## src/hw/fetch_pkg.sv

```systemverilog
package fetch_pkg;

	////////////////////////////////
	// basic fetch types
	////////////////////////////////

	// byte address as seen by the core and the instruction memory
	typedef logic [63:0] addr_t;

	// one instruction, half of a memory word
	typedef logic [31:0] inst_t;

	// owner of the memory port in the current cycle
	typedef enum logic
	{
		thread_1 = 1'b0,	// also the only thread in one-thread mode
		thread_2 = 1'b1
	} thread_id_t;

	////////////////////////////////
	// fetch geometry and start points
	////////////////////////////////

	// one access brings back a pair of instructions
	localparam addr_t FETCH_BYTES = 64'd8;

	// where each thread begins after reset
	localparam addr_t THREAD1_RESET_PC = 64'h0;
	localparam addr_t THREAD2_RESET_PC = 64'h1000;	// keeps the two streams apart in memory

endpackage
```

## src/hw/fetch_lane_if.sv

```systemverilog
`timescale 1ns/1ps

// one thread's fetch lane
// the pc side fills it every cycle, the selector decides which lane is live
interface fetch_lane_if;
	import fetch_pkg::*;

	logic	enable;		// lane owns the memory port this cycle
	addr_t	fetch_addr;	// pair-aligned address for memory
	addr_t	next_pc;	// address right after the pair
	inst_t	inst_lo;	// instruction at fetch_addr
	inst_t	inst_hi;	// instruction at fetch_addr + 4
	logic	valid_lo;
	logic	valid_hi;

	// pc side
	modport lane_src
	(
		input	enable,
		output	fetch_addr, next_pc,
		output	inst_lo, inst_hi,
		output	valid_lo, valid_hi
	);

	// selector side
	modport lane_sel
	(
		output	enable,
		input	fetch_addr, next_pc,
		input	inst_lo, inst_hi,
		input	valid_lo, valid_hi
	);

endinterface

```

## src/hw/fetch_stage.sv

```systemverilog
`timescale 1ns/1ps

// fetch stage top
// two threads share one instruction port and one IF/ID register
module fetch_stage
(
	input	logic					clock,
	input	logic					reset,
	input	logic					two_threads,
	input	logic					branch_taken_1,
	input	logic					branch_taken_2,
	input	fetch_pkg::addr_t		target_pc_1,
	input	fetch_pkg::addr_t		target_pc_2,
	input	logic					rs_stall,			// reservation station full
	input	logic					rat_stall,			// free list empty
	input	logic					rob_stall_1,
	input	logic					rob_stall_2,
	input	logic					mem_hazard_stall_1,	// data side has the memory
	input	logic					mem_hazard_stall_2,
	input	logic [63:0]			imem_data,
	input	logic					imem_valid,
	output	fetch_pkg::addr_t		imem_addr,
	output	fetch_pkg::inst_t		dec_inst_lo,
	output	fetch_pkg::inst_t		dec_inst_hi,
	output	logic					dec_valid_lo,
	output	logic					dec_valid_hi,
	output	fetch_pkg::addr_t		dec_next_pc,
	output	fetch_pkg::thread_id_t	dec_thread,
	output	fetch_pkg::thread_id_t	active_thread
);
	import fetch_pkg::*;

	logic	redirect_pending_1;
	logic	redirect_pending_2;
	addr_t	redirect_pc_1;
	addr_t	redirect_pc_2;
	logic	redirect_taken_1;
	logic	redirect_taken_2;

	inst_t	sel_inst_lo;
	inst_t	sel_inst_hi;
	logic	sel_valid_lo;
	logic	sel_valid_hi;
	addr_t	sel_next_pc;

	fetch_lane_if lane1();
	fetch_lane_if lane2();

	//////////////////////////////
	// redirect capture
	//////////////////////////////

	redirect_hold hold1
	(
		.clock				(clock),
		.reset				(reset),
		.branch_taken		(branch_taken_1),
		.target_pc			(target_pc_1),
		.redirect_taken		(redirect_taken_1),
		.redirect_pending	(redirect_pending_1),
		.redirect_pc		(redirect_pc_1)
	);

	redirect_hold hold2
	(
		.clock				(clock),
		.reset				(reset),
		.branch_taken		(branch_taken_2),
		.target_pc			(target_pc_2),
		.redirect_taken		(redirect_taken_2),
		.redirect_pending	(redirect_pending_2),
		.redirect_pc		(redirect_pc_2)
	);

	//////////////////////////////
	// per-thread pcs
	//////////////////////////////

	thread_pc #(.reset_pc(THREAD1_RESET_PC)) pc1
	(
		.clock				(clock),
		.reset				(reset),
		.lane				(lane1),
		.redirect_pending	(redirect_pending_1),
		.redirect_pc		(redirect_pc_1),
		.redirect_taken		(redirect_taken_1),
		// global stalls plus this thread's own
		.stall				(rs_stall | rat_stall | rob_stall_1 | mem_hazard_stall_1),
		.imem_data			(imem_data),
		.imem_valid			(imem_valid)
	);

	thread_pc #(.reset_pc(THREAD2_RESET_PC)) pc2
	(
		.clock				(clock),
		.reset				(reset),
		.lane				(lane2),
		.redirect_pending	(redirect_pending_2),
		.redirect_pc		(redirect_pc_2),
		.redirect_taken		(redirect_taken_2),
		.stall				(rs_stall | rat_stall | rob_stall_2 | mem_hazard_stall_2),
		.imem_data			(imem_data),
		.imem_valid			(imem_valid)
	);

	//////////////////////////////
	// port owner and IF/ID
	//////////////////////////////

	thread_select select
	(
		.clock			(clock),
		.reset			(reset),
		.two_threads	(two_threads),
		.lane1			(lane1),
		.lane2			(lane2),
		.imem_addr		(imem_addr),
		.sel_inst_lo	(sel_inst_lo),
		.sel_inst_hi	(sel_inst_hi),
		.sel_valid_lo	(sel_valid_lo),
		.sel_valid_hi	(sel_valid_hi),
		.sel_next_pc	(sel_next_pc),
		.active_thread	(active_thread)
	);

	decode_latch latch
	(
		.clock			(clock),
		.reset			(reset),
		.sel_inst_lo	(sel_inst_lo),
		.sel_inst_hi	(sel_inst_hi),
		.sel_valid_lo	(sel_valid_lo),
		.sel_valid_hi	(sel_valid_hi),
		.sel_next_pc	(sel_next_pc),
		.active_thread	(active_thread),
		.dec_inst_lo	(dec_inst_lo),
		.dec_inst_hi	(dec_inst_hi),
		.dec_valid_lo	(dec_valid_lo),
		.dec_valid_hi	(dec_valid_hi),
		.dec_next_pc	(dec_next_pc),
		.dec_thread		(dec_thread)
	);

endmodule

```

## src/hw/decode_latch.sv

```systemverilog
`timescale 1ns/1ps

// IF/ID register
// holds the selected pair for one cycle with the thread it came from
module decode_latch
(
	input	logic					clock,
	input	logic					reset,
	input	fetch_pkg::inst_t		sel_inst_lo,
	input	fetch_pkg::inst_t		sel_inst_hi,
	input	logic					sel_valid_lo,
	input	logic					sel_valid_hi,
	input	fetch_pkg::addr_t		sel_next_pc,
	input	fetch_pkg::thread_id_t	active_thread,
	output	fetch_pkg::inst_t		dec_inst_lo,
	output	fetch_pkg::inst_t		dec_inst_hi,
	output	logic					dec_valid_lo,
	output	logic					dec_valid_hi,
	output	fetch_pkg::addr_t		dec_next_pc,
	output	fetch_pkg::thread_id_t	dec_thread
);

	// slots and their valids
	always_ff @(posedge clock)
	begin
		if (reset)
		begin
			dec_valid_lo <= 1'b0;
			dec_valid_hi <= 1'b0;
			dec_inst_lo  <= '0;
			dec_inst_hi  <= '0;
		end
		else
		begin
			dec_valid_lo <= sel_valid_lo;
			dec_valid_hi <= sel_valid_hi;
			// bubble slots go out as zero words
			dec_inst_lo  <= sel_valid_lo ? sel_inst_lo : '0;
			dec_inst_hi  <= sel_valid_hi ? sel_inst_hi : '0;
		end
	end

	// tag and next pc ride along with the pair
	always_ff @(posedge clock)
	begin
		dec_next_pc <= sel_next_pc;
		dec_thread  <= active_thread;
	end

endmodule

```

## src/hw/thread_select.sv

```systemverilog
`timescale 1ns/1ps

// round-robin owner of the memory port
// one lane is enabled per cycle and its address and pair are passed on
module thread_select
(
	input	logic					clock,
	input	logic					reset,
	input	logic					two_threads,	// low means thread 1 runs alone
	fetch_lane_if.lane_sel			lane1,
	fetch_lane_if.lane_sel			lane2,
	output	fetch_pkg::addr_t		imem_addr,
	output	fetch_pkg::inst_t		sel_inst_lo,
	output	fetch_pkg::inst_t		sel_inst_hi,
	output	logic					sel_valid_lo,
	output	logic					sel_valid_hi,
	output	fetch_pkg::addr_t		sel_next_pc,
	output	fetch_pkg::thread_id_t	active_thread
);
	import fetch_pkg::*;

	thread_id_t	thread_state;	// turn taken in two-thread mode

	////////////////////////////////
	// turn keeping
	////////////////////////////////

	always_ff @(posedge clock)
	begin
		if (reset)
		begin
			thread_state <= thread_1;
		end
		else if (!two_threads)
		begin
			thread_state <= thread_1;	// park on thread 1 when running alone
		end
		else
		begin
			// flips every cycle, stalls do not matter here
			thread_state <= (thread_state == thread_1) ? thread_2 : thread_1;
		end
	end

	assign active_thread = two_threads ? thread_state : thread_1;

	// exactly one lane live
	assign lane1.enable = (active_thread == thread_1);
	assign lane2.enable = (active_thread == thread_2);

	////////////////////////////////
	// lane mux
	////////////////////////////////

	always_comb
	begin
		if (active_thread == thread_1)
		begin
			imem_addr    = lane1.fetch_addr;
			sel_inst_lo  = lane1.inst_lo;
			sel_inst_hi  = lane1.inst_hi;
			sel_valid_lo = lane1.valid_lo;
			sel_valid_hi = lane1.valid_hi;
			sel_next_pc  = lane1.next_pc;
		end
		else
		begin
			imem_addr    = lane2.fetch_addr;
			sel_inst_lo  = lane2.inst_lo;
			sel_inst_hi  = lane2.inst_hi;
			sel_valid_lo = lane2.valid_lo;
			sel_valid_hi = lane2.valid_hi;
			sel_next_pc  = lane2.next_pc;
		end
	end

endmodule

```

## src/hw/thread_pc.sv

```systemverilog
`timescale 1ns/1ps

// program counter of one thread
// builds the aligned fetch address, splits the returned word into two
// instructions and decides whether either of them is good
module thread_pc
#(
	parameter fetch_pkg::addr_t reset_pc = fetch_pkg::THREAD1_RESET_PC
)
(
	input	logic				clock,
	input	logic				reset,
	fetch_lane_if.lane_src		lane,
	input	logic				redirect_pending,	// hold has a target waiting
	input	fetch_pkg::addr_t	redirect_pc,
	output	logic				redirect_taken,		// tells the hold to clear
	input	logic				stall,				// any global or per-thread stall
	input	logic [63:0]		imem_data,			// two instructions per word
	input	logic				imem_valid
);
	import fetch_pkg::*;

	addr_t	pc;			// may sit on the upper half after a redirect
	addr_t	aligned_pc;
	logic	fetch_ok;	// memory answered and nothing holds this thread

	////////////////////////////////
	// address and data split
	////////////////////////////////

	// drop the offset inside the pair
	assign aligned_pc = pc & ~(FETCH_BYTES - 64'd1);
	assign lane.fetch_addr = aligned_pc;
	assign lane.next_pc = aligned_pc + FETCH_BYTES;

	assign lane.inst_lo = imem_data[31:0];	// instruction at aligned_pc
	assign lane.inst_hi = imem_data[63:32];	// instruction at aligned_pc + 4

	////////////////////////////////
	// control
	////////////////////////////////

	assign fetch_ok = imem_valid & ~stall;

	// a redirect goes in on our turn no matter what stalls say
	assign redirect_taken = lane.enable & redirect_pending;

	// the pair is thrown away on the redirect cycle
	assign lane.valid_hi = fetch_ok & ~redirect_taken;
	// lower slot is skipped when the pc points into the middle of the pair
	assign lane.valid_lo = fetch_ok & ~redirect_taken & ~pc[2];

	always_ff @(posedge clock)
	begin
		if (reset)
		begin
			pc <= reset_pc;
		end
		else if (lane.enable)
		begin
			if (redirect_pending)
			begin
				pc <= redirect_pc;		// branch target first
			end
			else if (fetch_ok)
			begin
				pc <= lane.next_pc;		// step past the pair just fetched
			end
			// otherwise hold so nothing gets skipped
		end
	end

endmodule

```

## src/hw/redirect_hold.sv

```systemverilog
`timescale 1ns/1ps

// keeps one taken-branch target around until the thread's pc picks it up
// the thread may not own the port when the branch resolves
module redirect_hold
(
	input	logic				clock,
	input	logic				reset,
	input	logic				branch_taken,		// pulse from the execute side
	input	fetch_pkg::addr_t	target_pc,			// resolved branch target
	input	logic				redirect_taken,		// pc loaded the target this edge
	output	logic				redirect_pending,
	output	fetch_pkg::addr_t	redirect_pc
);

	////////////////////////////////
	// pending flag
	////////////////////////////////

	always_ff @(posedge clock)
	begin
		if (reset)
		begin
			redirect_pending <= 1'b0;
		end
		else if (branch_taken)
		begin
			// a fresh branch wins over a consume on the same edge
			redirect_pending <= 1'b1;
		end
		else if (redirect_taken)
		begin
			redirect_pending <= 1'b0;	// target handed over
		end
	end

	////////////////////////////////
	// target register
	////////////////////////////////

	// target of the latest taken branch
	always_ff @(posedge clock)
	begin
		if (branch_taken)
		begin
			// younger branch resolved later so its target replaces the old one
			redirect_pc <= target_pc;
		end
	end

endmodule

```

## config.mk

```make
export PLATFORM = sky130hd
export DESIGN_NAME = fetch_stage
export DESIGN_NICKNAME = d
export VERILOG_FILES = /design/src/hw/fetch_pkg.sv /design/src/hw/fetch_lane_if.sv /design/src/hw/fetch_stage.sv /design/src/hw/decode_latch.sv /design/src/hw/thread_select.sv /design/src/hw/thread_pc.sv /design/src/hw/redirect_hold.sv
export SDC_FILE = /design/constraint.sdc
export NUM_CORES = 1
export LEC_CHECK = 0
export BUFFER_PORTS_ARGS = -buffer_cell sky130_fd_sc_hd__buf_2
export CORE_MARGIN = 1
export CORE_UTILIZATION = 55
export CTS_CLUSTER_DIAMETER = 100
export DETAILED_ROUTE_END_ITERATION = 6
export PLACE_DENSITY_LB_ADDON = 0.08
export REMOVE_ABC_BUFFERS = 1
export SLEW_MARGIN = 0
export SYNTH_ARGS = -nofsm -noshare
export SYNTH_HDL_FRONTEND = slang
export SYNTH_SLANG_ARGS = --single-unit
```

## constraint.sdc

```tcl
create_clock -name clock -period 2.7 [get_ports clock]
set_input_delay 0.135 -clock clock [delete_from_list [all_inputs] [get_ports clock]]
set_output_delay 0.135 -clock clock [all_outputs]
set_load 0.02 [all_outputs]
```

; ---- Word-level counts from Yosys, hierarchy flattened
; Cells that the tools add are included.
; W data, S select, Z words.
[totals]
ff_bits = 390
input_bits = 204
out_inout_bits = 196
wordCells = 61
[op_classes]
addsub = 2
muxes = 14
bitwise_logic = 23
n_reduce_logical = 9
[ops]
columns = operator, count
row1 = $mux W64, 6
row2 = $add A64 B4 Y64 const B, 2
row3 = $not A1 Y1, 10
row4 = $and A1 B1 Y1, 8
row5 = $mux W1, 8
row6 = $reduce_bool A2 Y1, 4
row7 = $reduce_or A2 Y1, 3
row8 = $or A1 B1 Y1, 5
row9 = $reduce_and A2 Y1, 2

; ---- Depth between registers and ports, before layout
[depth]
depth_word = 10
mapped_depth = 8
ltp_nobuf = 7

; ---- Modules after synthesis
; From an unflattened synthesis, not the netlist that was laid out.
[unflattened]
cells_unflattened = 2269
hier_area_um2 = 21809.7
[by_module_without_submodules]
columns = module, n_inst, cells_each, area_each_um2, seq_area_each_um2
row1 = thread_pc at pc1, 1, 854, 6073.3, 1241.2
row2 = thread_pc at pc2, 1, 847, 6073.3, 1241.2
row3 = redirect_hold, 2, 68, 1960.6, 1941.9
row4 = decode_latch, 1, 210, 3291.9, 2622.5
row5 = thread_select, 1, 220, 2434.8, 20.0
row6 = fetch_stage, 1, 2, 15.0, 0.0

; ---- Worst setup path after synthesis
; OpenSTA, ideal clock, no wires.
[synth_path]
path_type = register to register
start = register pc1.pc[3]
end = register pc1.pc[19]
setup_ns = 0.115
arrival_ns = 2.140
required_time_ns = 2.585
slack_ns = 0.446
path_stages_with_launch = 9
n_path_buf = 1
synth_period_minus_slack_ns = 2.254
cell_sequence = dfxtp_1 > ha_1 > nand2_1 > or3_1 > clkbuf_1 > or4_1 > mux2i_1 > o21ai_0 > and2_1
[synth_between]
elab_chain_cells = 3
[synth_lines]
columns = element, line_no
row1 = start: declaration, thread_pc.sv:23  ; addr_t pc;
row2 = start signal: assignment, thread_pc.sv:57  ; pc <= reset_pc;
row3 = start signal: assignment, thread_pc.sv:63  ; pc <= redirect_pc;
row4 = start signal: assignment, thread_pc.sv:67  ; pc <= lane.next_pc;
row5 = $add A64 B4 Y64, thread_pc.sv:34  ; assign lane.next_pc = aligned_pc + FETCH_BYTES;
row6 = $mux W64, thread_pc.sv:65  ; else if (fetch_ok)
row7 = $mux W64, thread_pc.sv:61  ; if (redirect_pending)
; No other way between the ends. The select of a mux whose other input is x is not followed.
; A chain may end at the register's enable or synchronous reset.

; ---- Final worst setup path
[layout_path]
start = register pc1.pc[34]
end = register pc1.pc[44]
; The elaborated chain is that of the path after synthesis.

==> flow_metrics.py <==
metrics = {
    "floorplanning": {
        "start_util_pct": 56.3,
        "chipWidth_um": 182,
        "die_h_um": 182,
        "dieArea_sq_um": 33300,
        "io-pin-count": 400,
        "core_sq_um": 31800,
        "rows": 65,
    },
    "yosys": {
        "synth_cell_types": 79,
        "synth_edf_count": 124,
        "ys_seq_area_share_pct": 49.3,
        "synthCells": 1937,
        "synth_compound_gate_area_share_pct": 13.0,
        "synthAdderAreaFrac_pct": 0.140,
        "synth_seq_cells": 379,
        "muxShareOfSynthArea_pct": 4.15,
        "synth_area_sq_um": 17900,
        "async_flop_share_pct": 0,
        "syn_area_per_cell_sq_um": 9.25,
        "synth_ff_type": "dfxtp_1",
        "synth_top_family_by_area": "simple AND/OR/NAND/NOR gates",
        "synth_xor_area_share_pct": 5.38,
        "yosys_warnings": 0,
        "yosys.area_share.simple_pct": 22.8,
    },
    "power_and_ir_drop": {
        "p_clk_share_pct": 38.6,
        "finalPower_w": 0.0143,
        "switchingPower_w": 0.00395,
        "cellLeakagePower_nw": 9.88,
        "power_density_nw_per_um2": 600,
        "pwr-share-seq_pct": 46.4,
        "p_int_w": 0.0104,
        "vdd_drop_max_mv": 0.552,
        "pwr-share-comb_pct": 15.0,
        "switching_share_pct": 27.6,
    },
    "grt": {
        "grt_usage_pct": 40.7,
        "grt_max_degree": 74,
        "grt_pass1_wl_um": 102000,
        "antenna_found_initial": 6,
        "grt_pass1_vias": 17000,
        "overflow": 0,
    },
    "flow_run": {
        "drv_cap": 0,
    },
    "cts": {
        "htreeDepth": 2,
        "clockRootBuffer": "clkbuf_16",
        "clock_latency_ns": 0.54,
        "cts_tree": "done",
        "clk_pin_slew_ns": 0.06,
        "clk_path_buf_depth": 3,
        "cts_made_buffers": 41,
        "clock_sinks": 379,
    },
    "timing": {
        "hold_violations": 0,
        "slew_viol_final": 0,
        "clock_skew_ns": 0.0215,
        "worst_pin_slew_ns": 0.718,
        "min_period_ns": 2.61,
        "relSlewSlack_pct": 52.1,
        "fmax_ghz": 0.383,
        "timing.hold.ws_ns": 0.143,
        "report.final.setup_viol": 0,
        "rsz0062_at_grt": "yes",
        "timing.final.crit_share_pct": 96.7,
    },
    "cells_and_area": {
        "multi_input_area_sq_um": 8250,
        "nets": 2705,
        "final_common_cell": "buf_2",
        "final_cell_mix": "388 x buf_2, 283 x nand2_1, 255 x dfxtp_1",
        "drive_above_1_share_pct": 25.1,
        "seqCellArea_sq_um": 8830,
        "area_growth_pct": 33.4,
        "fillCellCount": 2238,
    },
    "drt": {
        "drtAntennaViolNets": 0,
        "drt_first_iter_violations": 2442,
        "drc": 6,
        "vias": 18100,
        "wl_per_cell_um": 23.3,
        "drt_pre_antenna_iters": 7,
        "wirelength_um": 69200,
        "via_per_inst": 6.08,
    },
    "status": {
        "violations": "design-rule violations",
        "status": "complete, but fails checks",
    },
    "worst_setup_path": {
        "crit_path_start_kind": "register",
        "worstSetupEndpointType": "register",
        "cp.arrival_ns": 3.02,
        "worstPathMaxFanout": 9,
        "worstPathRequired_ns": 3.11,
        "critical_path_class": "reg2reg",
    },
    "min_path": {
        "hold_class": "in2reg",
    },
    "placed_design": {
        "io_buffers": 389,
        "dp_hpwl_um": 45500,
        "globalplace.congestion": 0.992,
    },
}
power by group through the flow:
| stage | Combinational [W] | Clock (W) | Sequential (W) |
|---|---|---|---|
| floorplan | 0.000784 | 0 | 0.00684 |
| global placement | 0.00182 | 0 | 0.00674 |
| detailed placement | 0.00184 | 0 | 0.00674 |
| CTS | 0.00206 | 0.00551 | 0.00663 |
| global route | 0.00226 | 0.00579 | 0.00668 |
| finish | 0.00215 | 0.00553 | 0.00665 |
worst paths after layout:
path / startpoint / cells after the start / end / slack (ns)
min reg2reg: hold1.redirect_pc[48]$_DFFE_PP_ / 2 / pc1.pc[48]$_SDFFE_PP0P_ / 0.50
max: pc1.pc[34]$_SDFFE_PP0P_ / 6 / pc1.pc[44]$_SDFFE_PP0P_ / 0.09
max reg2reg: pc1.pc[34]$_SDFFE_PP0P_ / 6 / pc1.pc[44]$_SDFFE_PP0P_ / 0.09
min: branch_taken_1 / 2 / hold1.redirect_pc[15]$_DFFE_PP_ / 0.14
critical path, stage by stage, from the launching register on:
cell and delay, ns:
dfxtp_1 0.53, nand4_1 0.20, or2_2 0.34, or3_1 0.46, nor4_2 0.50, o22ai_1 0.14, a221o_1 0.31
cell usage after synthesis, drive strengths merged (28+ instances only):
cell    instances  area (sq um)
dfxtp         255          5100
or3            28           178
nand3          65           348
nor3           59           312
nand4          47           330
a22oi          57           428
mux2i          63           631
edfxtp        124          3720
and2           82           513
o21ai          87           435
clkbuf        124           474
a21oi          52           260
buf            65           398
xnor2          77           674
nor2          137           529
nor4           31           234
o22ai          35           219
nand2         286          1080
xor2           33           289
through the flow:
stage	instance area (sq um)	util [%]	worst slack (ns)	cells	setup TNS (ns)
6_report	23900	75.1	0.0892	2970	0
2_1_floorplan	17100	-	-6.40	1753	-1134.77
5_1_grt	23900	75.1	-0.00276	2970	-0.00276
3_5_place_dp	20600	64.8	0.0440	2697	0
3_3_place_gp	20600	64.8	0.0896	2697	0
4_1_cts	23800	74.8	0.0404	2959	0
cell families after synthesis:
logic type                 count (synthesis)
other                                      1
muxes                                     73
adders and majority gates                  2
DFF                                      379
AOI/OAI and AO/OA                        354
xor gates and xnor gates                 110
buffers and inverters                    206
and+or+nand+nor                          812
registers in the layout, summed over array words and instances, names as in the netlist, 32 cells and up:
signal / flops
hold1.redirect_pc: 62
hold2.redirect_pc: 62
latch.dec_inst_hi: 32
latch.dec_inst_lo: 32
latch.dec_next_pc: 61
pc1.pc: 62
pc2.pc: 62
area by class of cell:
class                      instances  share of cell area, %
antenna                            6                 0.0629
clock buffer                      55                   4.85
clock inverter                    18                  0.602
inverter                          17                  0.278
multi-input combinational       1357                   34.5
sequential                       379                   37.0
tap                              435                   2.28
timing repair buffer             703                   20.4
timing repair:
item	in CTS	in global routing
hold buffers	189	0
endpoints found under the setup margin	0	23
setup buffers	0	5
endpoints found under the hold margin	189	0
gates resized for setup	0	8
per-layer routing:
layer  vias up  part of all wire [%]  track usage [%]
li1       8026                     -                -
met1      8475                    39             55.3
met2      1324                    44             62.4
met3       225                    12             8.28
met4         0                   5.0             18.9
met5         -                     0                0
Note: power is estimated with default switching activity, not from simulation.
